[config.mk]
export PLATFORM = sky130hd
export DESIGN_NAME = port_rd_frontend
export DESIGN_NICKNAME = d
export VERILOG_FILES = /design/src/hw/hydra_pkg.sv /design/src/hw/port_rd_frontend.sv
export VERILOG_INCLUDE_DIRS = /design/src /design/src/include
export SDC_FILE = /design/constraint.sdc
export NUM_CORES = 1
export LEC_CHECK = 0
export BUFFER_PORTS_ARGS = -buffer_cell sky130_fd_sc_hd__buf_2
export CAP_MARGIN = 0
export CORE_AREA = 2 2 49 51
export CTS_CLUSTER_DIAMETER = 30
export DETAILED_ROUTE_END_ITERATION = 12
export DIE_AREA = 0 0 51 53
export GPL_ROUTABILITY_DRIVEN = 0
export MAX_ROUTING_LAYER = met4
export PLACE_DENSITY = 0.76
export SYNTH_ARGS = -nofsm -noshare
export SYNTH_HDL_FRONTEND = slang
export SYNTH_SLANG_ARGS = --single-unit
[constraint.sdc]
create_clock -name clk -period 2.1 [get_ports clk]
set_input_delay 0.315 -clock clk [delete_from_list [all_inputs] [get_ports clk]]
set_output_delay 0.315 -clock clk [all_outputs]
set_load 0.02 [all_outputs]
[src/include/hydra_params.svh]
`ifndef HYDRA_PARAMS_SVH
`define HYDRA_PARAMS_SVH

// ingress and egress port count
`define HYDRA_PORTS 4

// storage banks, one packet per bank
`define HYDRA_BANKS 8

// words per bank, also the longest packet
`define HYDRA_BANK_DEPTH 32

// data word width
`define HYDRA_WORD_W 16

// priority levels, 1 is served first
`define HYDRA_PRIORS 2

// almost_full while fewer free banks than this
`define HYDRA_ALMOST_FULL 4

`endif

[src/hw/hydra_pkg.sv]
`include "hydra_params.svh"

package hydra_pkg;

    typedef logic [`HYDRA_WORD_W-1:0] word_t;
    typedef logic [$clog2(`HYDRA_PORTS)-1:0] port_idx_t;
    typedef logic [$clog2(`HYDRA_PRIORS)-1:0] prior_t;
    typedef logic [$clog2(`HYDRA_BANKS)-1:0] bank_idx_t;

    // word count of a packet, header included; doubles as a bank address
    typedef logic [$clog2(`HYDRA_BANK_DEPTH)-1:0] pkt_len_t;

    typedef struct packed {
        port_idx_t dest;
        prior_t    prior;
        pkt_len_t  len;
        logic [$bits(word_t)-$bits(port_idx_t)-$bits(prior_t)-$bits(pkt_len_t)-1:0] rsvd;
    } pkt_header_t;

    // first word of a packet is read through hdr, every word through raw
    typedef union packed {
        pkt_header_t hdr;
        word_t       raw;
    } pkt_word_u;

    typedef struct packed {
        logic      vld;
        logic      eop;
        pkt_word_u data;
    } wr_xfer_t;

    typedef struct packed {
        logic      vld;
        port_idx_t dest;
        prior_t    prior;
        pkt_len_t  len;
    } join_req_t;

    typedef struct packed {
        bank_idx_t bank;
        pkt_len_t  len;
    } pkt_desc_t;

endpackage

[src/hw/port_rd_frontend.sv]
`timescale 1ns/1ps

module port_rd_frontend (
    input  logic                 clk,
    input  logic                 rst_n,
    input  logic                 ready,
    input  logic                 not_empty,
    input  hydra_pkg::pkt_desc_t head,
    output logic                 pop,
    output hydra_pkg::bank_idx_t rd_bank,
    output hydra_pkg::pkt_len_t  rd_addr,
    output logic                 rd_en,
    input  hydra_pkg::word_t     rd_word,
    output logic                 rel,
    output logic                 rd_sop,
    output logic                 rd_eop,
    output logic                 rd_vld,
    output hydra_pkg::word_t     rd_data
);
    import hydra_pkg::*;

    typedef enum logic {
        st_idle,
        st_read
    } state_t;

    state_t   state;
    pkt_len_t cnt;
    pkt_len_t len;
    logic     last;

    // ready only matters between packets
    assign pop = state == st_idle && ready && not_empty;
    assign rd_en = state == st_read;
    assign rd_addr = cnt;
    assign last = cnt == len - 1'b1;
    assign rel = rd_en && last;
    assign rd_data = rd_word;

    always_ff @(posedge clk) begin
        if (!rst_n) begin
            state <= st_idle;
        end else if (pop) begin
            state <= st_read;
        end else if (rel) begin
            state <= st_idle;
        end
    end

    always_ff @(posedge clk) begin
        if (pop) begin
            rd_bank <= head.bank;
            len <= head.len;
        end
    end

    always_ff @(posedge clk) begin
        if (pop) begin
            cnt <= '0;
        end else if (rd_en) begin
            cnt <= cnt + 1'b1;
        end
    end

    // strobes line up with the bank's one-cycle read latency
    always_ff @(posedge clk) begin
        if (!rst_n) begin
            rd_vld <= 1'b0;
            rd_sop <= 1'b0;
            rd_eop <= 1'b0;
        end else begin
            rd_vld <= rd_en;
            rd_sop <= rd_en && cnt == '0;
            rd_eop <= rel;
        end
    end

endmodule

==> flow_summary.ini <==
[layout]
fin_nets = 126
num_antenna_cells = 0
layout_commonest_cell = buf_2
layout_common_cells = buf_2 (24), buf_4 (9), dfxtp_1 (9)
finalInstanceArea_sq_mm = 0.00101
drive_gt1_share_pct = 48.9
areaGrowthSynthToFinish_pct = 20.1

[grt]
grt_max_degree = 12
grt_pass1_vias = 547
grt.total_usage_pct = 13.3
grt_first_pass_wirelength_mm = 2.47
grt_overflow = 0
antenna_found_initial = 0

[synthesis]
synth.distinct_cells = 23
syn_avg_cell_area_sq_um = 11.7
ys_warn_count = 0
synthCells = 72
syn-num-nets = 103
seq_area_frac_synth_pct = 49.9
synth-seq-cells = 17
syn-cell-area_sq_um = 842

[floorplanning]
rows = 17
ios = 58
die_y_um = 53
core-area_sq_mm = 0.00215
initial_core_util_pct = 39.2
fp.dieArea_sq_mm = 0.00270
die_x_um = 51

[critical_path]
crit_path_start = len[0]$_DFFE_PP_
cp_max_fo = 2
worstPathCellList = inv_2 -> ha_4 -> xnor2_2 -> nor4_2 -> and3_1 -> buf_6
timing.rr.start = len[0]$_DFFE_PP_
arrival_ps = 1730
cp-start-kind = register
critPathKind = register to primary output
cp_slowest_cell = edfxtp_1
required_ps = 1780
max_stage_delay_ps = 420
endpoint_kind = primary output

[cts]
htreeDepth = 1
clk_pin_slew_worst_paths_ps = 90
clk_latency_ps = 290
root_buffer = clkbuf_4
cts_made_buffers = 3
clock_sinks = 17
tritoncts = yes
clockBufferDepth = 2

[hold_path]
worstHoldStart = head[2]
worstHoldPathType = primary input to register

[power]
powerDensity_mw_per_mm2 = 710
power.total_uw = 718
p_leak_uw = 0.000472
vdd_drop_max_v = 0.000350

[place]
place_ws_ps = 123
dpl.hpwl_mm = 1.11
place_area_sq_um = 897
io_buffer_count = 25

[routing]
avgViaCountPerCell = 4.70
routed_wirelength_mm = 1.52
drtPass1Iterations = 4
wire_per_inst_um = 12.4
drt_iter0_drc = 7
antenna_left = 0
drc = 0
vias = 573

[sta]
fin_hold_ws_ps = 200
hold_viol_final = 0
finalCritPeriodShare_pct = 97.6
tightest_slew_ps = 332
post-route-min-period_ps = 2050
tns_ps = 0
skew_ps = 4.05
finalMaxSlewViolations = 0
setup_violations = 0
max_freq_ghz = 0.488
fin_ws_ps = 50.6
slew_headroom_pct = 77.8
rsz0062_at_grt = yes

[flow_run]
drv_cap = 0

[run_status]
outcome = completed
-- synthesized netlist by cell type --
master,n,share of area [%]
and2_1,1,0.74
nor2_1,3,1.3
a21oi_1,1,0.59
edfxtp_1,8,29
nor3b_1,1,0.89
ha_1,3,4.5
a22o_1,1,1.0
xor2_1,5,5.2
a311oi_1,1,1.0
o21ai_0,1,0.59
dfxtp_1,9,21
nand3b_1,1,0.89
buf_4,16,14
xor3_1,1,2.8
nor4_2,1,1.5
nand2_1,2,0.89
nand4_1,2,1.5
xnor2_1,2,2.1
inv_1,6,2.7
and3_1,2,1.5
nor3_1,2,1.2
and4_1,1,1.0
xnor2_2,2,3.9
-- final timing paths --
path,endpoint,slack (ps),cells after the start
min,len[2]$_DFFE_PP_,200,1
min reg2reg,rd_sop$_SDFF_PN0_,540,1
max,rel,50,6
max reg2reg,rd_en$_SDFFE_PN0P_,140,11
-- timing repair --
| action | in CTS | in global routing |
|---|---|---|
| setup endpoints to repair | 1 | 3 |
| buffers inserted | 8 | 1 |
| hold buffers | 0 | 0 |
| gates resized for setup | 3 | 6 |
| pin swaps | 4 | 6 |
-- final cells by class --
class / count / area [sq um]
fillers: 207 / 1140
flip-flops and latches: 17 / 420
multi-input cells: 33 / 308
repair buffers: 34 / 199
well taps: 28 / 35.0
clock buffers: 4 / 26.3
inverters: 6 / 22.5
-- logic make-up (layout without fill, tap and decap cells) --
| group | Yosys count | in the layout | synth area share [%] |
|---|---|---|---|
| buf+inv | 22 | 44 | 16.9 |
| flops | 17 | 17 | 49.9 |
| simple gates | 16 | 16 | 11.4 |
| xor+xnor | 10 | 10 | 14.0 |
| compound gates | 4 | 4 | 3.27 |
| fa+ha+maj | 3 | 3 | 4.46 |
-- power breakdown --
part / switching (uW) / leakage (uW) / total [uW] / internal (uW)
clock: 94.0 / 0.0000150 / 168 / 73.8
sequential: 31.6 / 0.000148 / 402 / 370
combinational: 74.0 / 0.000309 / 148 / 74.0
total: 200 / 0.000472 / 718 / 518
-- layer usage --
layer  global-route usage [%]  wire length, um
met5                        -                0
met1                     14.0              608
met2                     20.8              702
met4                     7.21               37
met3                     6.21              169
-- registers in the layout, summed over array words and instances, names as in the netlist --
register	flops
rd_sop	1
rd_bank	3
rd_eop	1
rd_en	1
rd_addr	5
len	5
rd_vld	1
-- worst max-delay path, delay by kind of cell (launching register included) --
family / cells / cell delay, ps
buf+inv: 2 / 210
xor+xnor: 1 / 130
simple gates: 2 / 490
fa+ha+maj: 1 / 200
flops: 1 / 420
-- metrics by stage --
| stage | util (%) | cells |
|---|---|---|
| after floorplan | - | 72 |
| after global placement | 41.8 | 111 |
| after detailed placement | 41.8 | 111 |
| after CTS | 46.2 | 123 |
| after global routing | 47.1 | 122 |
| final | 47.1 | 122 |
(Power assumes the default switching activity.)
