===== config.mk =====
export PLATFORM = sky130hd
export DESIGN_NAME = port_queue
export DESIGN_NICKNAME = d
export VERILOG_FILES = /design/src/hw/hydra_pkg.sv /design/src/hw/port_queue.sv
export VERILOG_INCLUDE_DIRS = /design/src /design/src/include
export SDC_FILE = /design/constraint.sdc
export NUM_CORES = 1
export LEC_CHECK = 0
export BUFFER_PORTS_ARGS = -buffer_cell sky130_fd_sc_hd__buf_2
export CORE_UTILIZATION = 60
export CTS_BUF_LIST = sky130_fd_sc_hd__clkbuf_8
export CTS_CLUSTER_SIZE = 8
export DETAILED_ROUTE_END_ITERATION = 8
export HOLD_SLACK_MARGIN = 0.1
export PLACE_DENSITY = 0.87
export REMOVE_ABC_BUFFERS = 1
export SLEW_MARGIN = 0
export SYNTH_ARGS = -nofsm -noshare
export SYNTH_HDL_FRONTEND = slang
export SYNTH_SLANG_ARGS = --single-unit

===== constraint.sdc =====
create_clock -name clk -period 2.5 [get_ports clk]
set_input_delay 0.5 -clock clk [delete_from_list [all_inputs] [get_ports clk]]
set_output_delay 0.5 -clock clk [all_outputs]
set_load 0.05 [all_outputs]

===== src/include/hydra_params.svh =====
`ifndef HYDRA_PARAMS_SVH
`define HYDRA_PARAMS_SVH

// ingress and egress port count
`define HYDRA_PORTS 4

// storage banks, one packet per bank
`define HYDRA_BANKS 8

// words per bank, also the longest packet
`define HYDRA_BANK_DEPTH 32

// data word width
`define HYDRA_WORD_W 16

// priority levels, 1 is served first
`define HYDRA_PRIORS 2

// almost_full while fewer free banks than this
`define HYDRA_ALMOST_FULL 4

`endif


===== src/hw/hydra_pkg.sv =====
`include "hydra_params.svh"

package hydra_pkg;

    typedef logic [`HYDRA_WORD_W-1:0] word_t;
    typedef logic [$clog2(`HYDRA_PORTS)-1:0] port_idx_t;
    typedef logic [$clog2(`HYDRA_PRIORS)-1:0] prior_t;
    typedef logic [$clog2(`HYDRA_BANKS)-1:0] bank_idx_t;

    // word count of a packet, header included; doubles as a bank address
    typedef logic [$clog2(`HYDRA_BANK_DEPTH)-1:0] pkt_len_t;

    typedef struct packed {
        port_idx_t dest;
        prior_t    prior;
        pkt_len_t  len;
        logic [$bits(word_t)-$bits(port_idx_t)-$bits(prior_t)-$bits(pkt_len_t)-1:0] rsvd;
    } pkt_header_t;

    // first word of a packet is read through hdr, every word through raw
    typedef union packed {
        pkt_header_t hdr;
        word_t       raw;
    } pkt_word_u;

    typedef struct packed {
        logic      vld;
        logic      eop;
        pkt_word_u data;
    } wr_xfer_t;

    typedef struct packed {
        logic      vld;
        port_idx_t dest;
        prior_t    prior;
        pkt_len_t  len;
    } join_req_t;

    typedef struct packed {
        bank_idx_t bank;
        pkt_len_t  len;
    } pkt_desc_t;

endpackage


===== src/hw/port_queue.sv =====
`timescale 1ns/1ps
`include "hydra_params.svh"

module port_queue (
    input  logic                     clk,
    input  logic                     rst_n,
    input  logic [`HYDRA_PRIORS-1:0] push,
    input  hydra_pkg::pkt_desc_t     push_desc,
    input  logic                     pop,
    output hydra_pkg::pkt_desc_t     head,
    output logic                     not_empty
);
    import hydra_pkg::*;

    localparam int AW = $clog2(`HYDRA_BANKS);

    logic [`HYDRA_PRIORS-1:0] nonempty;
    pkt_desc_t                q_head [`HYDRA_PRIORS];
    prior_t                   pop_prior;

    // strict priority, highest non-empty fifo
    always_comb begin
        pop_prior = '0;
        for (int q = 0; q < `HYDRA_PRIORS; q++) begin
            if (nonempty[q]) begin
                pop_prior = prior_t'(q);
            end
        end
    end

    assign head = q_head[pop_prior];
    assign not_empty = |nonempty;

    for (genvar q = 0; q < `HYDRA_PRIORS; q++) begin : g_fifo
        pkt_desc_t   mem [`HYDRA_BANKS];
        logic [AW:0] wp;
        logic [AW:0] rp;
        logic        do_pop;

        assign do_pop = pop && pop_prior == prior_t'(q);
        assign nonempty[q] = wp != rp;
        assign q_head[q] = mem[rp[AW-1:0]];

        always_ff @(posedge clk) begin
            if (push[q]) begin
                mem[wp[AW-1:0]] <= push_desc;
            end
        end

        always_ff @(posedge clk) begin
            if (!rst_n) begin
                wp <= '0;
                rp <= '0;
            end else begin
                if (push[q]) begin
                    wp <= wp + 1'b1;
                end
                if (do_pop) begin
                    rp <= rp + 1'b1;
                end
            end
        end

        a_push_full: assert property (@(posedge clk) disable iff (!rst_n)
            push[q] |-> !(wp[AW] != rp[AW] && wp[AW-1:0] == rp[AW-1:0]))
            else $error("push into a full descriptor fifo");
    end

    a_pop_empty: assert property (@(posedge clk) disable iff (!rst_n)
        pop |-> not_empty)
        else $error("pop from an empty port queue");

endmodule


==> results.toml <==
[sta]
drv_slew = 0
hold_viol_final = 0
finalCriticalPeriod_ns = 2.64
layout_setup_ws_ns = -0.143
rsz0062_at_grt = "yes"
period_share_pct = 106
tightestPinTransition_ns = 0.898
fin_hold_ws_ns = 0.411
fin_worst_skew_ns = 0.00733
setup_viol = 8
relSlewSlack_pct = 39.9
max_freq_mhz = 378

[floorplanning]
ioPinCount = 22
std_cell_rows = 36
design.core.area_um2 = 9770
dieArea_um2 = 10500
start_util_pct = 61.7
die_h_um = 102
die_x_um = 102

[final_layout]
nets = 394
syn_to_final_growth_pct = 14.5
diodes = 0
fillers = 595
final_cell_mix = "edfxtp_1, mux4_2, buf_4"
final_layout_size_suffix_gt1_share_pct = 32.6
layout.cells.non_filler = 523
final_common_cell = "edfxtp_1"

[grt]
antenna_found_initial = 0
grt_pass1_wl_um = 16300
grt_pass1_vias = 2983
grt.overflow.total = 0
grtUsageTotal_pct = 22.7
grt_max_degree = 24

[route]
wl_per_cell_um = 20.7
drc_errors = 0
drtPass1Iterations = 5
ant_nets = 0
drt_iter0_drc = 233
wl_um = 10800
vias = 3034
via_per_inst = 5.80

[clock_network]
clockRootBuffer = "clkbuf_8"
cts_tree = "built"
htree_num_levels = 4
clk_latency_ns = 0.43
cts_sinks = 150
holdBufCountCts = 0
numCtsBuffers = 17
clockBufferDepth = 2
path_clk_slew_ns = 0.08

[yosys]
ys_seq_elements = 150
synth-async-reset-ratio_pct = 0
synth_edf_count = 128
syn_area_um2 = 6030
yosysWarnings = 0
ys_types = 33
ys_seq_area_share_pct = 71.0
synthCells = 327
avgSynthCellArea_um2 = 18.5
synth_flop_cell = "edfxtp_1"

[power_and_ir_drop]
power.density_nw_per_um2 = 815
p_leak_nw = 2.35
p_total_mw = 5.63
ir_worst_vdd_mv = 0.597

[setup_path]
r2r_slack_ns = 0.83
crit_path_end_kind = "primary output"
critPathArrivalTime_ns = 2.14
critical_path.max_fanout = 8
crit_chain = "buf_12 -> mux4_2 -> nor2b_1 -> a211oi_1 -> a21oi_1 -> buf_4"
r2r_end = "g_fifo[0].mem[4][5]"
r2r_start = "g_fifo[0].wp[0]"
reg2regPathDepth = 2
critPathSlowestCell = "mux4_2"
worstSetupEndpoint = "head[3]"
crit_type = "flip-flop to primary output"
cp.required_ns = 2.00
slowest_delay_ns = 0.50
start_kind = "flip-flop"

[worst_hold_path]
hp-class = "primary input to flip-flop"
min_from = "push[0]"

[outcome]
outcome = "finished, violations left"
violations = "setup timing"

[job]
maxCapViolCount = 0

[placement]
gp_congestion = 0.725
place_inst = 485
place.port_buffers = 21
dp_hpwl_um = 6780
cell type report:
type | instances | area [um^2] | share of cell area [%]
tap | 133 | 166 | 2.41
sequential | 150 | 4300 | 62.2
inverter | 1 | 3.75 | 0.0543
clock inverter | 15 | 145 | 2.10
timing repair buffer | 47 | 395 | 5.72
multi-input combinational | 160 | 1660 | 24.1
clock buffer | 17 | 234 | 3.39
worst min-delay path by stage:
stage                      end  slack (ns)  depth (start not counted)
2_1_floorplan  g_fifo[1].rp[3]        0.46                          2
3_3_place_gp   g_fifo[1].rp[3]        0.47                          2
4_1_cts        g_fifo[1].wp[0]        0.38                          3
6_report       g_fifo[0].wp[1]        0.41                          3
5_1_grt        g_fifo[1].rp[3]        0.40                          3
3_5_place_dp   g_fifo[1].rp[3]        0.49                          2
logic make-up (layout without fill, tap and decap cells):
group | Yosys count | count (layout) | share of synthesized area (%)
fa+ha+maj | 4 | 4 | 0.829
xor+xnor | 12 | 12 | 1.74
compound gates | 23 | 23 | 2.53
mux | 53 | 53 | 16.3
flops | 150 | 150 | 71.0
buf+inv | 17 | 80 | 1.78
simple gates | 68 | 68 | 5.83
flip-flops by register name (all words and copies together), names as in the netlist, named ones only:
signal and count:
g_fifo.rp 8, g_fifo.mem 128, g_fifo.wp 8
worst max-delay path: cells and delay by family (launching register included):
family                 cells  cell delay, ns
DFF                        1            0.41
and+or+nand+nor            1            0.14
AOI/OAI and AO/OA          2            0.30
buffers and inverters      2            0.36
muxes                      1            0.50
layer usage:
| layer | share of wire (%) | vias up | global-route usage (%) | routed length, um |
|---|---|---|---|---|
| li1 | - | 1387 | - | - |
| met1 | 42 | 1529 | 30.7 | 4510 |
| met2 | 51 | 109 | 37.2 | 5570 |
| met3 | 5.9 | 9 | 4.99 | 642 |
| met4 | 1.1 | 0 | 7.36 | 120 |
| met5 | 0 | - | 0 | 0 |
through the flow:
step	TNS [ns]	utilization, %	area [um^2]	setup WS, ns
2_1_floorplan	-0.746	-	5930	-0.0879
3_3_place_gp	0	65.2	6380	0.246
3_5_place_dp	0	65.2	6380	0.156
4_1_cts	-1.19	69.9	6840	-0.170
5_1_grt	-1.73	70.7	6910	-0.241
6_report	-0.958	70.7	6910	-0.143
power breakdown:
part	switching, mW	leakage [nW]	internal, mW
Clock	0.935	0.191	0.809
Combinational	0.587	0.808	0.465
Sequential	0.0520	1.35	2.78
cell usage after synthesis (2+ instances only):
cell type,number,area [um^2]
nand2_1,17,63.8
or3_1,2,12.5
mux4_2,18,405
clkbuf_1,5,18.8
nand3_1,2,10.0
buf_1,2,7.51
xor2_1,4,35.0
dfxtp_1,22,440
and2_1,4,25.0
mux4_1,14,368
edfxtp_1,128,3840
nand4_1,2,12.5
ha_1,4,50.1
buf_2,5,25.0
nor2_1,13,48.8
o21ai_0,2,10.0
xnor2_1,8,70.1
a211oi_1,7,52.6
nor2b_1,9,56.3
mux2i_1,21,210
nor3_1,4,20.0
a21boi_0,5,37.5
nand2b_1,12,75.1
a21oi_1,8,40.0
repair_timing:
action | 4_1_cts | 5_1_grt
setup buffers | 3 | 2
gates cloned | 1 | 0
gates resized for setup | 37 | 10
endpoints found under the setup margin | 9 | 9
pin swaps | 7 | 4
endpoints found under the hold margin | 0 | 0
(Power assumes the default switching activity.)
