**src/include/hydra_params.svh**
```systemverilog
`ifndef HYDRA_PARAMS_SVH
`define HYDRA_PARAMS_SVH

// ingress and egress port count
`define HYDRA_PORTS 4

// storage banks, one packet per bank
`define HYDRA_BANKS 8

// words per bank, also the longest packet
`define HYDRA_BANK_DEPTH 32

// data word width
`define HYDRA_WORD_W 16

// priority levels, 1 is served first
`define HYDRA_PRIORS 2

// almost_full while fewer free banks than this
`define HYDRA_ALMOST_FULL 4

`endif

```
**src/hw/hydra_pkg.sv**
```systemverilog
`include "hydra_params.svh"

package hydra_pkg;

    typedef logic [`HYDRA_WORD_W-1:0] word_t;
    typedef logic [$clog2(`HYDRA_PORTS)-1:0] port_idx_t;
    typedef logic [$clog2(`HYDRA_PRIORS)-1:0] prior_t;
    typedef logic [$clog2(`HYDRA_BANKS)-1:0] bank_idx_t;

    // word count of a packet, header included; doubles as a bank address
    typedef logic [$clog2(`HYDRA_BANK_DEPTH)-1:0] pkt_len_t;

    typedef struct packed {
        port_idx_t dest;
        prior_t    prior;
        pkt_len_t  len;
        logic [$bits(word_t)-$bits(port_idx_t)-$bits(prior_t)-$bits(pkt_len_t)-1:0] rsvd;
    } pkt_header_t;

    // first word of a packet is read through hdr, every word through raw
    typedef union packed {
        pkt_header_t hdr;
        word_t       raw;
    } pkt_word_u;

    typedef struct packed {
        logic      vld;
        logic      eop;
        pkt_word_u data;
    } wr_xfer_t;

    typedef struct packed {
        logic      vld;
        port_idx_t dest;
        prior_t    prior;
        pkt_len_t  len;
    } join_req_t;

    typedef struct packed {
        bank_idx_t bank;
        pkt_len_t  len;
    } pkt_desc_t;

endpackage

```
**src/hw/bank_allocator.sv**
```systemverilog
`timescale 1ns/1ps
`include "hydra_params.svh"

module bank_allocator (
    input  logic                    clk,
    input  logic                    rst_n,
    input  logic [`HYDRA_PORTS-1:0] start,
    output hydra_pkg::bank_idx_t    grant_bank [`HYDRA_PORTS],
    input  logic [`HYDRA_BANKS-1:0] rel,
    output hydra_pkg::port_idx_t    owner [`HYDRA_BANKS],
    output logic                    full,
    output logic                    almost_full
);
    import hydra_pkg::*;

    logic [`HYDRA_BANKS-1:0]       free_map;
    logic [`HYDRA_BANKS-1:0]       taken;
    logic [`HYDRA_BANKS-1:0]       free_next;
    logic [`HYDRA_PORTS-1:0]       got;
    port_idx_t                     taken_by [`HYDRA_BANKS];
    logic [$clog2(`HYDRA_BANKS):0] free_cnt;

    // lowest free banks handed out in port order
    always_comb begin
        taken = '0;
        got = '0;
        for (int b = 0; b < `HYDRA_BANKS; b++) begin
            taken_by[b] = '0;
        end
        for (int p = 0; p < `HYDRA_PORTS; p++) begin
            grant_bank[p] = '0;
            for (int b = 0; b < `HYDRA_BANKS; b++) begin
                if (start[p] && !got[p] && free_map[b] && !taken[b]) begin
                    grant_bank[p] = bank_idx_t'(b);
                    got[p] = 1'b1;
                    taken[b] = 1'b1;
                    taken_by[b] = port_idx_t'(p);
                end
            end
        end
    end

    assign free_next = (free_map & ~taken) | rel;

    always_comb begin
        free_cnt = '0;
        for (int b = 0; b < `HYDRA_BANKS; b++) begin
            free_cnt = free_cnt + free_next[b];
        end
    end

    always_ff @(posedge clk) begin
        if (!rst_n) begin
            free_map <= '1;
            full <= 1'b0;
            almost_full <= 1'b0;
        end else begin
            free_map <= free_next;
            full <= free_cnt == 0;
            almost_full <= free_cnt < `HYDRA_ALMOST_FULL;
        end
    end

    always_ff @(posedge clk) begin
        for (int b = 0; b < `HYDRA_BANKS; b++) begin
            if (!rst_n) begin
                owner[b] <= '0;
            end else if (taken[b]) begin
                owner[b] <= taken_by[b];
            end
        end
    end

    a_no_bank: assert property (@(posedge clk) disable iff (!rst_n)
        (start & ~got) == '0)
        else $error("packet started with no free bank");

    // a reader only ever frees a bank that was handed out
    a_rel_busy: assert property (@(posedge clk) disable iff (!rst_n)
        (rel & free_map) == '0)
        else $error("release of a bank that is already free");

endmodule

```
**config.mk**
```make
export PLATFORM = sky130hd
export DESIGN_NAME = bank_allocator
export DESIGN_NICKNAME = d
export VERILOG_FILES = /design/src/hw/hydra_pkg.sv /design/src/hw/bank_allocator.sv
export VERILOG_INCLUDE_DIRS = /design/src /design/src/include
export SDC_FILE = /design/constraint.sdc
export NUM_CORES = 1
export LEC_CHECK = 0
export BUFFER_PORTS_ARGS = -buffer_cell sky130_fd_sc_hd__buf_2
export CAP_MARGIN = 5
export CORE_MARGIN = 3
export CORE_UTILIZATION = 51
export CTS_CLUSTER_DIAMETER = 80
export CTS_CLUSTER_SIZE = 24
export DETAILED_ROUTE_END_ITERATION = 7
export PLACE_DENSITY_LB_ADDON = 0.1
export SYNTH_ARGS = -nofsm -noshare
export SYNTH_HDL_FRONTEND = slang
export SYNTH_SLANG_ARGS = --single-unit
```
**constraint.sdc**
```tcl
create_clock -name clk -period 4.2 [get_ports clk]
set_input_delay 0.42 -clock clk [delete_from_list [all_inputs] [get_ports clk]]
set_output_delay 0.42 -clock clk [all_outputs]
set_load 0.05 [all_outputs]
```
==> impl_metrics.ini <==
[grt]
grt_start_max_net_pins = 21
grt_pass1_wl_mm = 12.77
grt.overflow.total = 0
first_global_vias = 2643
antenna_found_initial = 0
grt_use_total_pct = 29.58

[synthesis]
yosys-top-cells-area = dfxtp_1, a21oi_1, o21ai_0, nand2_1, nor2_1
ys_async_sr_fraction_pct = 0
synth_commonest_cells = nand2_1, a21oi_1, nor2_1, o21ai_0, dfxtp_1
synth_cell_types = 74
yosysSeqAreaShare_pct = 21.67
syn_nets = 354
ys_warn_count = 0
synth_top_flop_cell = dfxtp_1
synth_edf_count = 0
syn-cell-area_um2 = 2402
synth-seq-cells = 26
synth_top_area_cell = dfxtp_1
synthCells = 333
yosysMostFrequentCell = nand2_1
synth.top_cell.area_share_pct = 21.67
syn_avg_cell_area_um2 = 7.214

[worst_setup_path]
required_ps = 4400
rr_endpoint = full$_SDFF_PN0_
crit_path_end_kind = flip-flop
reg2reg_slack_ps = -90
cp-start-kind = flip-flop
crit_type = reg2reg
crit_fanout = 7
worstPathArrival_ps = 4490
r2r_start = free_map[0]$_SDFF_PN1_
worst-r2r-cell-count = 18

[final_layout]
diodes = 0
multiInputGateArea_um2 = 1808
area_delta_synth_final_pct = 42.08
nets = 460
drive_above_1_share_pct = 42.24
ff_latch_area_um2 = 526.8
stdcell_area_um2 = 3413
nFillCells = 329
final_util_pct = 76.80

[cts]
cts.clk_slew.worst_paths_ps = 100
hold_buffers = 0
clk_path_buf_depth = 2
clkSinkCount = 26
ctsHtreeMaxLevel = 1
insertion_delay_ps = 280
cts_tree = done
numCtsBuffers = 3
ctsRootBufferMaster = clkbuf_8

[timing]
relSlewSlack_pct = 55.62
max_freq_ghz = 0.2330
timing.final.ws_setup_ps = -92.09
hold_ws_ps = 349.4
slew_violations = 0
setup_viol = 2
finalHoldViolCount = 0
post-route-min-period_ps = 4292
tns_ps = -106.2
rsz0062_at_grt = yes
min_period_over_period_pct = 102.2
fin_skew_ps = 1.930
worstMarginPinSlew_ps = 664.8

[power_and_ir_drop]
ir_drop_mv = 0.1705
cellPowerDensity_nw_per_um2 = 227.4
power.leakage_nw = 1.635

[worst_hold_path]
hp-start = rel[5]
hold_path_class = in2reg
hold_end = free_map[5]$_SDFF_PN1_
whs_path_depth = 3

[place]
io_buffers = 43
dpl_cell_area_um2 = 3151
hpwl_mm = 6.146
gp_congestion = 0.9883

[flow_run]
cap_violations = 0

[outcome]
status = complete, but fails checks
violations = setup timing

[detailed_routing]
drcViolationCount = 0
drt_iter0_markers = 343
wire_per_inst_um = 17.43
via_count = 3031
vias_per_cell = 6.186
ant_nets = 0
dr.pass1.iters = 5
routed_wirelength_mm = 8.540

[floorplan]
initial_utilization_pct = 54.05
num_rows = 24
core_um2 = 4444
fp.dieH_um = 74.63
die_x_um = 74.63
die_area_um2 = 5570
pin_count = 44
==> state kept, by name, summed over array words and instances, names as in the netlist <==
register	flops
owner	16
free_map	8
full	1
almost_full	1
==> metrics by stage <==
stage	instances	total power, W	setup WS [ps]
6_report	490	0.0007763	-92.09
5_1_grt	490	0.0008117	-221.4
4_1_cts	479	0.0007382	1.770
3_5_place_dp	475	0.0005682	-245.7
3_3_place_gp	475	0.0005627	-141.1
2_1_floorplan	333	0.0004711	-1.134
==> placed cells by master, fill, tap and decap left out, types with 3 or more instances in the layout <==
| cell type | instances |
|---|---|
| a211oi_1 | 4 |
| a21oi_1 | 30 |
| a21oi_2 | 3 |
| a221o_1 | 3 |
| a221oi_1 | 3 |
| and3_1 | 3 |
| buf_2 | 43 |
| buf_4 | 81 |
| buf_6 | 5 |
| clkbuf_8 | 4 |
| dfxtp_1 | 23 |
| fa_1 | 3 |
| inv_1 | 18 |
| inv_2 | 3 |
| maj3_1 | 3 |
| nand2_1 | 34 |
| nand2b_1 | 3 |
| nand3_1 | 11 |
| nor2_1 | 27 |
| nor2_2 | 3 |
| nor2b_1 | 4 |
| nor3_1 | 8 |
| nor4_1 | 3 |
| o211ai_1 | 5 |
| o21ai_0 | 29 |
| o21ai_2 | 4 |
| o221a_2 | 5 |
| o31ai_1 | 3 |
| xnor2_1 | 3 |
==> layout make-up <==
type | count | share of cell area, %
inverter | 21 | 2.309
clock buffer | 4 | 1.613
tap | 52 | 1.906
sequential | 26 | 15.43
timing repair buffer | 129 | 25.77
multi-input combinational | 258 | 52.97
==> timing repair <==
item / CTS / global route
endpoints found under the setup margin: 2 / 2
gates cloned: 0 / 0
buffers inserted: 0 / 11
pin swaps: 3 / 14
gates resized for setup: 8 / 22
==> worst max-delay path by stage <==
| stage | slack [ps] | to | startpoint | depth (start not counted) |
|---|---|---|---|---|
| 3_5_place_dp | -250 | full$_SDFF_PN0_ | start[0] | 16 |
| 3_3_place_gp | -140 | full$_SDFF_PN0_ | start[0] | 16 |
| 5_1_grt | -220 | full$_SDFF_PN0_ | free_map[0]$_SDFF_PN1_ | 18 |
| 2_1_floorplan | -1 | full$_SDFF_PN0_ | start[0] | 16 |
| 4_1_cts | 2 | full$_SDFF_PN0_ | free_map[1]$_SDFF_PN1_ | 17 |
| 6_report | -90 | full$_SDFF_PN0_ | free_map[0]$_SDFF_PN1_ | 18 |
==> critical path: stages (launching register included) <==
cell	delay [ps]
dfxtp_4	410
and2b_2	240
a21o_4	210
a22oi_2	220
buf_4	160
a31o_4	180
o21ai_2	90
o211ai_1	120
a31oi_1	90
o21ba_2	250
fa_1	570
fa_1	430
inv_1	80
ha_2	190
inv_2	40
fa_2	370
a2111oi_4	230
a21oi_2	80
nor4b_2	260
==> logic make-up (layout without fill, tap and decap cells) <==
logic type                 count (synthesis)  count (layout)  share of synthesized area [%]
AOI/OAI and AO/OA                        125             125                          35.94
xor gates and xnor gates                   4               4                          1.459
adders and majority gates                 12              12                          7.084
buffers and inverters                     49             154                          9.531
DFF                                       26              26                          21.67
and+or+nand+nor                          117             117                          24.32
==> power by group <==
group / switching (W) / internal, W / total, W
Combinational: 0.000202 / 0.000131 / 0.000332
Sequential: 0.00000984 / 0.000261 / 0.000270
Clock: 0.0000892 / 0.0000841 / 0.000173
Total: 0.000301 / 0.000476 / 0.000776
==> layer usage <==
metal / share of wire [%] / track usage [%]
met5: 0 / 0
met1: 44 / 42.74
met3: 8.0 / 3.738
met2: 45 / 46.73
met4: 2.2 / 7.510
(Power assumes the default switching activity.)
