`src/include/hydra_params.svh`:
```
`ifndef HYDRA_PARAMS_SVH
`define HYDRA_PARAMS_SVH

// ingress and egress port count
`define HYDRA_PORTS 4

// storage banks, one packet per bank
`define HYDRA_BANKS 8

// words per bank, also the longest packet
`define HYDRA_BANK_DEPTH 32

// data word width
`define HYDRA_WORD_W 16

// priority levels, 1 is served first
`define HYDRA_PRIORS 2

// almost_full while fewer free banks than this
`define HYDRA_ALMOST_FULL 4

`endif

```
`src/hw/hydra_pkg.sv`:
```
`include "hydra_params.svh"

package hydra_pkg;

    typedef logic [`HYDRA_WORD_W-1:0] word_t;
    typedef logic [$clog2(`HYDRA_PORTS)-1:0] port_idx_t;
    typedef logic [$clog2(`HYDRA_PRIORS)-1:0] prior_t;
    typedef logic [$clog2(`HYDRA_BANKS)-1:0] bank_idx_t;

    // word count of a packet, header included; doubles as a bank address
    typedef logic [$clog2(`HYDRA_BANK_DEPTH)-1:0] pkt_len_t;

    typedef struct packed {
        port_idx_t dest;
        prior_t    prior;
        pkt_len_t  len;
        logic [$bits(word_t)-$bits(port_idx_t)-$bits(prior_t)-$bits(pkt_len_t)-1:0] rsvd;
    } pkt_header_t;

    // first word of a packet is read through hdr, every word through raw
    typedef union packed {
        pkt_header_t hdr;
        word_t       raw;
    } pkt_word_u;

    typedef struct packed {
        logic      vld;
        logic      eop;
        pkt_word_u data;
    } wr_xfer_t;

    typedef struct packed {
        logic      vld;
        port_idx_t dest;
        prior_t    prior;
        pkt_len_t  len;
    } join_req_t;

    typedef struct packed {
        bank_idx_t bank;
        pkt_len_t  len;
    } pkt_desc_t;

endpackage

```
`src/hw/packet_bank.sv`:
```
`timescale 1ns/1ps
`include "hydra_params.svh"

module packet_bank (
    input  logic                  clk,
    input  logic                  rst_n,
    input  hydra_pkg::wr_xfer_t   xfer,
    output hydra_pkg::join_req_t  join_req,
    input  logic                  ack,
    input  hydra_pkg::pkt_len_t   rd_addr,
    input  logic                  rd_en,
    output hydra_pkg::word_t      rd_word
);
    import hydra_pkg::*;

    word_t       mem [`HYDRA_BANK_DEPTH];
    pkt_len_t    wr_ptr;
    pkt_header_t hdr;
    logic        pending;

    always_ff @(posedge clk) begin
        if (xfer.vld) begin
            mem[wr_ptr] <= xfer.data.raw;
        end
    end

    // header fields come off word 0
    always_ff @(posedge clk) begin
        if (xfer.vld && wr_ptr == '0) begin
            hdr <= xfer.data.hdr;
        end
    end

    // pointer goes back to 0 at eop, ready for the next owner
    always_ff @(posedge clk) begin
        if (!rst_n) begin
            wr_ptr <= '0;
        end else if (xfer.vld) begin
            wr_ptr <= xfer.eop ? '0 : wr_ptr + 1'b1;
        end
    end

    always_ff @(posedge clk) begin
        if (!rst_n) begin
            pending <= 1'b0;
        end else if (xfer.vld && xfer.eop) begin
            pending <= 1'b1;
        end else if (ack) begin
            pending <= 1'b0;
        end
    end

    assign join_req.vld = pending;
    assign join_req.dest = hdr.dest;
    assign join_req.prior = hdr.prior;
    assign join_req.len = hdr.len;

    always_ff @(posedge clk) begin
        if (rd_en) begin
            rd_word <= mem[rd_addr];
        end
    end

    a_wr_pending: assert property (@(posedge clk) disable iff (!rst_n)
        xfer.vld |-> !pending)
        else $error("write into a bank still waiting to join");

endmodule

```
`config.mk`:
```
export PLATFORM = sky130hd
export DESIGN_NAME = packet_bank
export DESIGN_NICKNAME = d
export VERILOG_FILES = /design/src/hw/hydra_pkg.sv /design/src/hw/packet_bank.sv
export VERILOG_INCLUDE_DIRS = /design/src /design/src/include
export SDC_FILE = /design/constraint.sdc
export NUM_CORES = 1
export LEC_CHECK = 0
export BUFFER_PORTS_ARGS = -buffer_cell sky130_fd_sc_hd__buf_4
export CELL_PAD_IN_SITES_DETAIL_PLACEMENT = 0
export CELL_PAD_IN_SITES_GLOBAL_PLACEMENT = 1
export CORE_MARGIN = 4
export CORE_UTILIZATION = 58
export CTS_BUF_LIST = sky130_fd_sc_hd__clkbuf_16
export DETAILED_ROUTE_END_ITERATION = 7
export GPL_TIMING_DRIVEN = 0
export PLACE_DENSITY = 0.91
export REMOVE_ABC_BUFFERS = 1
export SLEW_MARGIN = 20
export SYNTH_ARGS = -nofsm -noshare
export SYNTH_HDL_FRONTEND = slang
export SYNTH_SLANG_ARGS = --single-unit
```
`constraint.sdc`:
```
create_clock -name clk -period 5.9 [get_ports clk]
set_input_delay 1.18 -clock clk [delete_from_list [all_inputs] [get_ports clk]]
set_output_delay 1.18 -clock clk [all_outputs]
set_load 0.02 [all_outputs]
```
==> metrics.md <==
| Metric | Value |
|---|---|
| Outcome | complete, no violations |
| Synth Register Bits | around 540 |
| Postcts setup bufs | 0 |
| Number of cell rows | 69 |
| Hold Crit Endpoint | pending$_SDFFE_PN0P_ |
| Final Hold Vio Count | 0 |
| Number of vias per cell | 6.207 |
| Worst-path clk slew | roughly 0.06 ns |
| Initial core utilization | 59.27% |
| Worst r2r dst | mem[19][3]$_DFFE_PP_ |
| RSZ-0062 raised after global routing | false |
| # port buffers | 51 |
| DRC errors left | 0 |
| FF-to-FF Start | wr_ptr[4]$_SDFFE_PN0P_ |
| Vias in the first global route | roughly 11000 |
| FF/Latch Area | 16220 sq um |
| Yosys cell types | 35 |
| Post-synth top area share | 75.61% |
| FILL cells | approximately 2300 |
| Async S/R FF share, synth | 0% |
| Clk pwr share | 39.8% |
| Nets | roughly 1300 |
| Total number of vias | 11030 |
| Inserted Clock Buffers | 52 |
| Reg2reg path depth | 4 |
| Post-DRT Antenna Nets | 0 |
| Cells after Synth | ~1200 |
| YS warnings | 0 |
| Final GP Congestion | between 0.7 and 0.8 |
| Design area | 24040 sq um |
| P_sw | about 0.0016 W |
| Multi-input gate area | roughly 4600 sq um |
| First-pass GRT wire length | between 60 and 70 mm |
| Clock root buffer | clkbuf_16 |
| IR Drop Worst-Case VDD | 272.1 uV |
| Final slew viol count | 0 |
| Area leader, netlist | edfxtp_1 |
| Netlist Area Pre-Place | 21290 sq um |
| 1st-pass router iterations | 5 |
| Placed inst area | 22450 sq um |
| Final number of setup-violating endpoints | 0 |
| Crit start category | primary input |
| Chip height | 199.6 um |
| Avg Inst Size Synth | 17.80 sq um |
| Worst setup EP type | flip-flop |
| Period Utilization, post-route | just over 50% |
| Top fanout value on the critical path | 80 |
| Max_slew headroom | 38.48% |
| Fin crit period | 3.033 ns |
| Largest cells by area after synthesis | edfxtp_1, mux2i_1, a22oi_1 |
| Maxcap violations | 0 |
| Net Sw Frac | between 20% and 30% |
| PD cells | 322.9 nW/um^2 |
| Setup TNS | 0 ns |
| Synth-to-Final Area Change | 12.94% |
| Hold-fix buffers, CTS | 0 |
| Fmax | 329.7 MHz |
| WL per Instance | 24.78 um |
| FF-to-FF setup slack | roughly 3.5 ns |
| Grt total ovfl | 0 |
| Post-DP HPWL | 26.42 mm |
| GRT Util Overall | 22.15% |
| Detailed Route Iter0 Violations | 1122 |
| Tightest Pin Transition | about 0.92 ns |
| Post-CTS Resized | 0 |
| Post-synth top flop | edfxtp_1 |
| Largest net degree at the start of global routing | between 80 and 90 |
| WHS Path Cells | 2 |
| Int Power | a little over 0.006 W |
| ANT cells | 0 |
| Die X | roughly 200 um |
| Hold Crit Start | pending$_SDFFE_PN0P_ |
| EDFF count, synth | about 540 |
| Setup Crit Path Kind | in -> reg |
| PnR Total Power | 0.007763 W |
| TritonCTS clock tree | yes |
| Die Area | 39830 sq um |
| Critical path arrival | 3.28 ns |
| CTS Buffer Depth | 3 |
| Sink Count | ~540 |
| Min-Delay Path Class | reg -> reg |
| Clk_skew | around 0.016 ns |
| Share of layout cells above drive strength 1 | between 10 and 15% |
| Sequential share of the synthesized area | 76.17% |
| Clk Latency, worst-skew pair | 0.56 ns |
| Clock H-tree levels | 2 |
| Logic pwr share | 5.2% |
| Core ar. | 35910 sq um |
| Total Wirelength | 44.04 mm |
| P_leak | 8.473 nW |
| Register share of total power | 55.0% |
| Ports | 52 |
| Initial antenna violation count | 0 |
| Required time of the critical path | 6.15 ns |
## stage by stage
step	worst slack, ns	hold slack, ns	util [%]	instances
floorplan	1.780	0.5477	-	1123
global placement	-1.698	0.4639	60.39	1635
detailed placement	2.281	0.4847	62.51	1683
CTS	2.866	0.4912	66.94	1777
global route	2.803	0.5369	66.94	1777
finish	2.867	0.4863	66.94	1777
## worst max path at each step
stage / from / cells after the start / end
after floorplan: rd_addr[2] / 4 / rd_word[0]$_DFFE_PP_
after global placement: rd_addr[0] / 5 / rd_word[12]$_DFFE_PP_
after detailed placement: rd_addr[1] / 7 / rd_word[1]$_DFFE_PP_
after CTS: rd_addr[1] / 7 / rd_word[11]$_DFFE_PP_
after global routing: rd_addr[1] / 7 / rd_word[12]$_DFFE_PP_
final: rd_addr[1] / 7 / rd_word[12]$_DFFE_PP_
## cell families (layout without fill, tap and decap cells)
group                    count (synthesis)  after routing  share of synthesized area (%)
AO/OA/AOI/OAI                          152            152                          5.014
buffers and inverters                   76            196                          2.680
flip-flops                             542            542                          76.17
adder cells (fa/ha/maj)                  4              4                         0.2351
AND/OR/NAND/NOR                        165            165                          3.815
multiplexers                           257            257                          12.08
## power by group through the flow
| stage | clock (W) | combinational (W) | sequential, W |
|---|---|---|---|
| final | 0.00309 | 0.000403 | 0.00427 |
| after floorplan | 0 | 0.000154 | 0.00437 |
| after global routing | 0.00330 | 0.000430 | 0.00427 |
| after detailed placement | 0 | 0.000402 | 0.00435 |
| after CTS | 0.00311 | 0.000405 | 0.00427 |
| after global placement | 0 | 0.000396 | 0.00435 |
## layout by cell type (no fill, tap or decap), types with 4 or more instances in the layout
cell	netlist	layout
edfxtp_1	536	536
mux2i_1	257	257
buf_4	20	68
a22oi_1	65	65
clkbuf_16	0	53
nand2_1	39	39
nand3_1	35	35
a21oi_1	34	34
a22o_1	32	32
nor2_2	0	19
inv_1	3	18
nor3_1	28	17
a31oi_1	16	16
nand4_1	16	16
clkinv_1	0	16
buf_6	5	14
nor3_2	0	11
nand2b_1	6	6
clkinv_2	0	6
buf_8	6	6
buf_12	5	6
dfxtp_1	6	6
buf_16	0	5
nor2b_1	6	4
ha_1	4	4
bufinv_16	0	4
## final cells by class
| type | instances | area share, % |
|---|---|---|
| repair buffers | 99 | 4.226 |
| multi-input cells | 578 | 19.26 |
| well taps | 461 | 2.399 |
| clock inverters | 41 | 1.109 |
| clock buffers | 53 | 5.517 |
| flip-flops and latches | 542 | 67.45 |
| inverters | 3 | 0.04684 |
## flip-flops by register name, summed over array words and instances (netlist names)
register	count
join_req	8
mem	512
pending	1
rd_word	16
wr_ptr	5
## critical path, stage by stage
cell and delay (ns):
buf_8 0.44, buf_16 0.48, mux2i_1 0.26, a22o_1 0.18
nor3_1 0.08, a31oi_1 0.37, nand3_1 0.21
## layer usage
layer	global-route usage, %	wire length [um]	up-vias
met5	0	0	-
met4	6.843	1284	0
met3	3.237	3234	99
met2	37.45	22170	478
met1	30.27	17350	5534
li1	-	-	4918
## synth_stat cells (2+ instances only)
master,instances
a21oi_1,34
a22o_1,32
a22oi_1,65
a31oi_1,16
and2_1,2
and3_1,2
buf_1,2
buf_12,5
buf_2,18
buf_4,20
buf_6,5
buf_8,6
clkbuf_1,16
dfxtp_1,6
edfxtp_1,536
ha_1,4
inv_1,3
mux2i_1,257
nand2_1,39
nand2b_1,6
nand3_1,35
nand3b_1,3
nand4_1,16
nor2_1,23
nor2b_1,6
nor3_1,28
o21ai_0,3
No activity file was read; power rests on OpenSTA's default activity.
