File: src/include/hydra_params.svh
`ifndef HYDRA_PARAMS_SVH
`define HYDRA_PARAMS_SVH

// ingress and egress port count
`define HYDRA_PORTS 4

// storage banks, one packet per bank
`define HYDRA_BANKS 8

// words per bank, also the longest packet
`define HYDRA_BANK_DEPTH 32

// data word width
`define HYDRA_WORD_W 16

// priority levels, 1 is served first
`define HYDRA_PRIORS 2

// almost_full while fewer free banks than this
`define HYDRA_ALMOST_FULL 4

`endif

File: src/hw/hydra_pkg.sv
`include "hydra_params.svh"

package hydra_pkg;

    typedef logic [`HYDRA_WORD_W-1:0] word_t;
    typedef logic [$clog2(`HYDRA_PORTS)-1:0] port_idx_t;
    typedef logic [$clog2(`HYDRA_PRIORS)-1:0] prior_t;
    typedef logic [$clog2(`HYDRA_BANKS)-1:0] bank_idx_t;

    // word count of a packet, header included; doubles as a bank address
    typedef logic [$clog2(`HYDRA_BANK_DEPTH)-1:0] pkt_len_t;

    typedef struct packed {
        port_idx_t dest;
        prior_t    prior;
        pkt_len_t  len;
        logic [$bits(word_t)-$bits(port_idx_t)-$bits(prior_t)-$bits(pkt_len_t)-1:0] rsvd;
    } pkt_header_t;

    // first word of a packet is read through hdr, every word through raw
    typedef union packed {
        pkt_header_t hdr;
        word_t       raw;
    } pkt_word_u;

    typedef struct packed {
        logic      vld;
        logic      eop;
        pkt_word_u data;
    } wr_xfer_t;

    typedef struct packed {
        logic      vld;
        port_idx_t dest;
        prior_t    prior;
        pkt_len_t  len;
    } join_req_t;

    typedef struct packed {
        bank_idx_t bank;
        pkt_len_t  len;
    } pkt_desc_t;

endpackage

File: src/hw/port_wr_frontend.sv
`timescale 1ns/1ps

module port_wr_frontend (
    input  logic                 clk,
    input  logic                 rst_n,
    input  logic                 sop,
    input  logic                 eop,
    input  logic                 vld,
    input  hydra_pkg::pkt_word_u data,
    output logic                 start,
    input  hydra_pkg::bank_idx_t grant_bank,
    output hydra_pkg::wr_xfer_t  xfer,
    output hydra_pkg::bank_idx_t bank
);
    import hydra_pkg::*;

    // words seen so far and words the header promised
    pkt_len_t cnt;
    pkt_len_t exp_len;
    logic     in_pkt;

    // the allocator answers in the same cycle
    assign start = vld && sop;

    always_ff @(posedge clk) begin
        xfer.data <= data;
        if (!rst_n) begin
            xfer.vld <= 1'b0;
            xfer.eop <= 1'b0;
        end else begin
            xfer.vld <= vld;
            xfer.eop <= vld && eop;
        end
    end

    always_ff @(posedge clk) begin
        if (!rst_n) begin
            bank <= '0;
        end else if (start) begin
            bank <= grant_bank;
        end
    end

    always_ff @(posedge clk) begin
        if (start) begin
            exp_len <= data.hdr.len;
        end
    end

    always_ff @(posedge clk) begin
        if (!rst_n) begin
            cnt <= '0;
            in_pkt <= 1'b0;
        end else if (vld) begin
            cnt <= sop ? pkt_len_t'(1) : cnt + 1'b1;
            in_pkt <= !eop;
        end
    end

    a_eop_len: assert property (@(posedge clk) disable iff (!rst_n)
        vld && eop |-> (sop ? data.hdr.len == 1 : cnt + 1'b1 == exp_len))
        else $error("eop does not land on the header length");

    a_sop_mid: assert property (@(posedge clk) disable iff (!rst_n)
        vld && sop |-> !in_pkt)
        else $error("sop inside a packet");

endmodule

File: config.mk
export PLATFORM = sky130hd
export DESIGN_NAME = port_wr_frontend
export DESIGN_NICKNAME = d
export VERILOG_FILES = /design/src/hw/hydra_pkg.sv /design/src/hw/port_wr_frontend.sv
export VERILOG_INCLUDE_DIRS = /design/src /design/src/include
export SDC_FILE = /design/constraint.sdc
export NUM_CORES = 1
export LEC_CHECK = 0
export BUFFER_PORTS_ARGS = -buffer_cell sky130_fd_sc_hd__buf_4
export CORE_UTILIZATION = 36
export CTS_BUF_LIST = sky130_fd_sc_hd__clkbuf_4 sky130_fd_sc_hd__clkbuf_8
export DETAILED_ROUTE_END_ITERATION = 7
export GPL_ROUTABILITY_DRIVEN = 1
export PLACE_DENSITY = 0.87
export SLEW_MARGIN = 10
export SYNTH_ARGS = -nofsm -noshare
export SYNTH_HDL_FRONTEND = slang
export SYNTH_SLANG_ARGS = --single-unit
File: constraint.sdc
create_clock -name clk -period 0.81 [get_ports clk]
set_clock_uncertainty 0.1 [all_clocks]
set_input_delay 0.0405 -clock clk [delete_from_list [all_inputs] [get_ports clk]]
set_output_delay 0.0405 -clock clk [all_outputs]
set_load 0.01 [all_outputs]
==> results.txt, run 1 <==
The share of cells above drive strength 1 is 0.738. After detailed routing, the number of remaining DRC violations is 0. Entering global routing, the biggest net connects 12 pins. The fraction of the mapped netlist area in compound gates is 0.0525. In the final routed layout, each cell accounts on average for 18.2 um. The class of the worst hold path is in2reg.

Setup repair after global routing could not meet its margin everywhere. The count of buffers from port buffering came out at 45. The initial antenna violation count came to 0.

Max-cap violations in this run came to 0. The maximum ir drop on the vdd rail came out at 0.00124 V. By area the synthesized netlist is led by dfxtp_1 84%, o21ai_2 5.2%, nand4_1 3.8%. The design draws 2.06 mW. The area of the core region is 1300 um2. Of the post-synthesis cell area, the dominant cell type holds 0.840.

Before antenna repair, the detailed router went through 4 iterations. The combinational family with the most area after synthesis is simple AND/OR/NAND/NOR gates. The effective utilization at floorplan is 0.385.

The die width came out at 39.3 um. The cell row count is 13. For the worst setup path, the data arrival time is 0.79 ns. The filler cells instantiated in the layout total 40. Of the total synthesized cell area, the portion taken by full adders, half adders and majority gates is 0. The number of H-tree levels is 1.

The count of final max-slew check failures came to 0. The clock root buffer master is clkbuf_4. For hold timing, the worst endpoint is bank[2]$_SDFFE_PN0P_.

The repair_antennas step left the layout with diodes totalling 0. The die covers 1540 um2. The area taken by multi-input logic gates came out at 80.1 um2.

The highest net fanout along the worst path came out at 2. The power density over the cells is 1710 nW/um2. The aggregate global routing overflow is 0. STA classifies the critical path startpoint as a flip-flop. The critical register-to-register path endpoint is bank[0]$_SDFFE_PN0P_. Registers take 447 um2.

The number of cell instances on the worst register-to-register path is 2. The area added between synthesis and finish is 141%. The required time of the critical path came out at 0.67 ns. The signal on the critical path passes through buf_6. The number of clock buffers added by TritonCTS is 3.

The final core area utilization came out at 0.928. After detailed routing, the number of vias per cell comes to 4.61. TritonCTS built the clock tree. No sink is reached through more buffers than the 2 on the longest clock path.

Of the synthesized area, sequential elements account for 0.840. The flow ran to the end, but the final reports show violations. Broken down by cell family, the worst path's largest delay share belongs to flip-flops. Yosys mapped the design onto 7 distinct sky130hd cell types.

The number of nets in the finished design is 128. The synthesized area is 500 um2. The clock sink count came out at 21. The setup slack of the critical path after layout came out at -0.116 ns. For this design, the slowest cell found on the critical path is dfxtp_2. The delay contributed by the slowest stage of the critical path came out at 0.35 ns.

The worst-case register-to-register setup slack came out at 0.08 ns. Of all cell types, the one taking the most synthesized area is dfxtp_1. The total number of vias is 544. In this run the static leakage power is 0.575 nW. The number of nets handed over by synthesis was 57. In the finished design, the share of the clock period the worst path needs comes to 1.14.

The first global-routing pass estimated 2.49 mm of wire. The worst slew slack as a fraction of its limit is 0.915. The simple-gate share of the synthesized area came out at 0.108. The die is 39.3 um tall. The clock edge transition at the registers on the reported setup and hold paths is 0.13 ns.

The library cells used most frequently in the layout, excluding fill and tap cells, are 24 x buf_4, 21 x dfxtp_2, 21 x buf_6. The I/O pin count is 46. The gate count of the mapped netlist came out at 33. In this run the most critical hold path is launched from rst_n.

The number of synthesis warnings came out at 0. The final number of setup-violating endpoints came out at 21. The final reports fail on hold timing, setup timing. The average cell area after synthesis is 15.2 um2. The initial DRC count is 8. The synthesis-stage register bit count came out at 21. The category of the critical setup timing path is reg2out. The worst setup path is captured at an output pin. The count of final hold-check violations is 4.

Of the total synthesized cell area, the portion taken by XOR and XNOR cells is 0. Timing would allow up to 1080 MHz. The minimum clock period came out at 0.926 ns.

Summed over all layers, the routed wires come to 2.15 mm. The final weighted congestion in routability-driven placement came out at 0.685. The beginning of the worst register-to-register path is bank[0]$_SDFFE_PN0P_. The total track usage is 0.253.

The slew at the pin with the worst max-slew slack came out at 0.127 ns. The number of instances on the worst hold path is 3. The final antenna-violating net count came out at 0. The most common library cell in the layout ignoring fill and taps is buf_4. Across all hold checks on the routed design, the worst slack comes to -0.0839 ns. Clock latency on the worst-skew pair, taken at its later pin, is 0.31 ns. The buffering stage count on the worst path with inverters included is 1. The via count of the first global-routing pass is 549.

The multiplexer area fraction after synthesis is 0.
## how the worst max path moves through the flow
stage | startpoint | to | slack (ns) | cells after the start
6_report | bank[2]$_SDFFE_PN0P_ | bank[2] | -0.12 | 1
3_3_place_gp | bank[2]$_SDFFE_PN0P_ | bank[2]$_SDFFE_PN0P_ | 0.18 | 2
2_1_floorplan | bank[0]$_SDFFE_PN0P_ | bank[0]$_SDFFE_PN0P_ | 0.13 | 2
3_5_place_dp | vld | bank[1]$_SDFFE_PN0P_ | 0.17 | 3
5_1_grt | bank[2]$_SDFFE_PN0P_ | bank[2] | -0.14 | 1
4_1_cts | bank[1]$_SDFFE_PN0P_ | bank[1] | -0.08 | 1
## registers in the layout, summed over array words and instances, names as in the netlist
signal,flops
bank,3
xfer,18
## through the flow
stage	TNS [ns]	area (um2)	worst slack (ns)	hold slack (ns)	cells
6_report	-2.04	1210	-0.116	-0.0839	118
5_1_grt	-2.63	1210	-0.141	-0.0821	118
4_1_cts	-1.47	1180	-0.0821	-0.0936	117
3_5_place_dp	0	857	0.171	0.0459	93
3_3_place_gp	0	857	0.183	0.0446	93
2_1_floorplan	0	500	0.129	-0.0318	33
## report_power, final
group	leakage [nW]	total, mW	switching, mW	internal (mW)
sequential	0.178	1.13	0.0310	1.10
combinational	0.378	0.365	0.117	0.247
clock	0.0184	0.571	0.345	0.226
## kinds of logic (layout without fill, tap and decap cells)
logic type,Yosys count,count (layout)
DFF,21,21
and+or+nand+nor,9,9
AOI/OAI and AO/OA,3,3
buffers and inverters,0,70
## cell usage after synthesis (all sizes together)
master,instances
o21ai,3
nand4,3
and2,2
dfxtp,21
nand2,3
and3,1
## timing repair
item	CTS	global route
setup endpoints to repair	21	23
pin swaps	0	0
hold endpoints to repair	21	5
gates resized for setup	33	11
buffers inserted	0	0
hold buffers	20	1
## routing by layer
metal | track usage | wire [um] | vias to the layer above
li1 | - | - | 249
met5 | 0 | 0 | -
met2 | 0.463 | 1150 | 43
met1 | 0.259 | 729 | 244
met3 | 0.0966 | 186 | 8
met4 | 0.0862 | 78 | 0
## final cells by class
type                       instances  area share
multi-input combinational         12      0.0663
tap                               15      0.0155
sequential                        21       0.370
timing repair buffer              66       0.523
clock buffer                       4      0.0249
Note: power is estimated with default switching activity, not from simulation.
==> run 2, diff against run 1 <==
CORE_UTILIZATION = 33   (was 36)
CTS_BUF_LIST = sky130_fd_sc_hd__clkbuf_8 sky130_fd_sc_hd__clkbuf_16   (was sky130_fd_sc_hd__clkbuf_4 sky130_fd_sc_hd__clkbuf_8)
PLACE_DENSITY = 0.82   (was 0.87)
==> results.txt, run 2 (same netlist as run 1, synthesis figures left out) <==
The run finished, with violations left. The checks that failed: hold timing, setup timing. The accumulated negative setup slack is -0.491 ns.

The final antenna-violating net count came out at 0. The logic depth of the worst path, buffers included came out at 1. The kind of cell adding the most delay to the critical path is flip-flops.

The clock net in this run drives a total of 21 sinks. The number of buffers created by CTS came out at 3. The via count normalized by instance count is 4.72. The number of cell instances on the worst register-to-register path came out at 2. The HPWL after detailed placement is 920 um. The worst setup path is captured at an output pin. The count of final hold-check violations came out at 3. The total track usage is 0.257. The floorplan has 13 rows.

Leaving out filler cells and counting taps, the final layout contains 116. The number of placed instances, taps included, is 93. The final number of setup-violating endpoints is 21. The highest net fanout along the worst path is 1.

In the global route stage, met2 resource usage came out at 0.453. The area of the core region is 1350 um2. In this run the worst hold path is classified as in2reg. The clock latency on the worst-skew pair is 0.26 ns. The maximum buffer depth of the clock tree came out at 2.

Counting instances, the worst hold path has a depth of 2. Setup repair after global routing could not meet its margin everywhere. The met3 usage in global routing came out at 0.0380.

The flip-flop count of the largest register after layout came out at 18. Max-cap violations in this run came to 0. The initial utilization of the core area, before any placement, comes to 0.371. The setup fix buffers added after clock tree synthesis came out at 0. The most common library cell in the layout ignoring fill and taps is buf_4. The register with the most flip-flops in the final layout is xfer. The routed wire length came out at 2.21 mm. The final core area utilization came out at 0.888.

The initial antenna violation count is 0. The antenna cell count is 0. Clock tree synthesis selected as its root buffer the cell clkbuf_8. In this run the static leakage power is 0.564 nW. In the post-route analysis, the smallest setup slack over all paths is -0.0364 ns. The average detailed-routed wire length per instance came out at 19.0 um.

The die width came out at 40.9 um. For this run, the top clock speed supported by timing is 1180 MHz. At the end of routability-driven placement, the weighted congestion stood at 0.584. met2 is the most crowded layer.

The slowest stage cell on the critical path is dfxtp_2. The critical path is of the reg2out type. The count of buffers from port buffering came out at 45. The share of cells above drive strength 1 came out at 0.733.

The worst pin sits at a relative slew slack of 0.907. The number of H-tree levels came out at 1. The first TritonRoute pass finished after 4 iterations. The area added between synthesis and finish is 140%. The die span in y came out at 40.9 um.

For this run the aggregate overflow at the end of global routing stands at 0. The met1 demand-to-capacity share in global routing is 0.307. The slew at the pin with the worst max-slew slack came out at 0.139 ns. The number of remaining DRC errors came out at 0.

Hold repair after CTS inserted 19 buffers. The share of the cycle needed by the critical path after routing came out at 1.04. In this run the power density over the cells is 1790 nW/um2. The detailed router finished its first iteration with 5 violations. The full die area is 1680 um2. The final-layout fill cell count came out at 54. The TritonCTS clock tree is built. For flop-to-flop paths, the worst setup slack is 0.09 ns.

The I/O pin count came out at 46. The first global-routing pass estimated 2.59 mm of wire. VDD sags by at most 0.00130 V.

The minimum clock period came out at 0.846 ns. The critical path data arrival time came out at 0.71 ns. The number of nets in the finished design came out at 126. The final hold slack came out at -0.0442 ns. The largest registers in the layout are xfer: 18 flops, bank: 3 flops. On the worst path, the slowest cell contributes a delay of 0.33 ns. The via count of the first global-routing pass is 515.

The critical path goes through buf_6. The clock edge transition at the registers on the reported setup and hold paths came out at 0.07 ns. The pin count of the biggest net entering global routing came out at 12. The count of final max-slew check failures was 0.

Counting both buffers and inverters, the worst setup path holds a total of 1. The routed layout has 548 vias. The kind of start point of the critical path is a flip-flop.

The required time of the critical path came out at 0.67 ns. In the layout the commonest cells are 24 x buf_4, 21 x buf_6, 20 x dfxtp_2.
-- run 2: layer usage --
metal  vias up  share of wire
li1        246              -
met1       261           0.40
met2        37           0.50
met3         4          0.077
met4         0          0.016
met5         -              0
-- run 2: worst paths after layout --
check                          to                 start
min           xfer[17]$_SDFF_PN0_                   vld
max reg2reg  bank[2]$_SDFFE_PN0P_  bank[2]$_SDFFE_PN0P_
min reg2reg  bank[0]$_SDFFE_PN0P_  bank[0]$_SDFFE_PN0P_
max                      xfer[14]      xfer[14]$_DFF_P_
-- run 2: area by class of cell --
| class | instances | area, um2 | area share |
|---|---|---|---|
| Multi-Input combinational cell | 12 | 80.1 | 0.0668 |
| Clock inverter | 1 | 3.75 | 0.00313 |
| Timing Repair Buffer | 64 | 609 | 0.508 |
| Sequential cell | 21 | 445 | 0.372 |
| Clock buffer | 3 | 41.3 | 0.0344 |
| Tap cell | 15 | 18.8 | 0.0157 |
-- run 2: through the flow --
step	total power [mW]	instance area, um2	worst slack [ns]
finish	2.15	1200	-0.0364
global route	2.22	1200	-0.0545
global placement	1.35	857	0.169
CTS	2.11	1190	-0.0359
floorplan	1.18	500	0.129
detailed placement	1.36	857	0.157
-- run 2: what timing repair did --
action	CTS	global route
endpoints found under the hold margin	21	5
setup endpoints to repair	21	22
resized for setup	34	8
-- run 2: power by group --
group	total [mW]	switching, mW	internal (mW)	leakage [nW]
combinational	0.357	0.117	0.240	0.359
clock	0.661	0.323	0.337	0.0269
sequential	1.13	0.0329	1.10	0.178
total	2.15	0.473	1.67	0.564
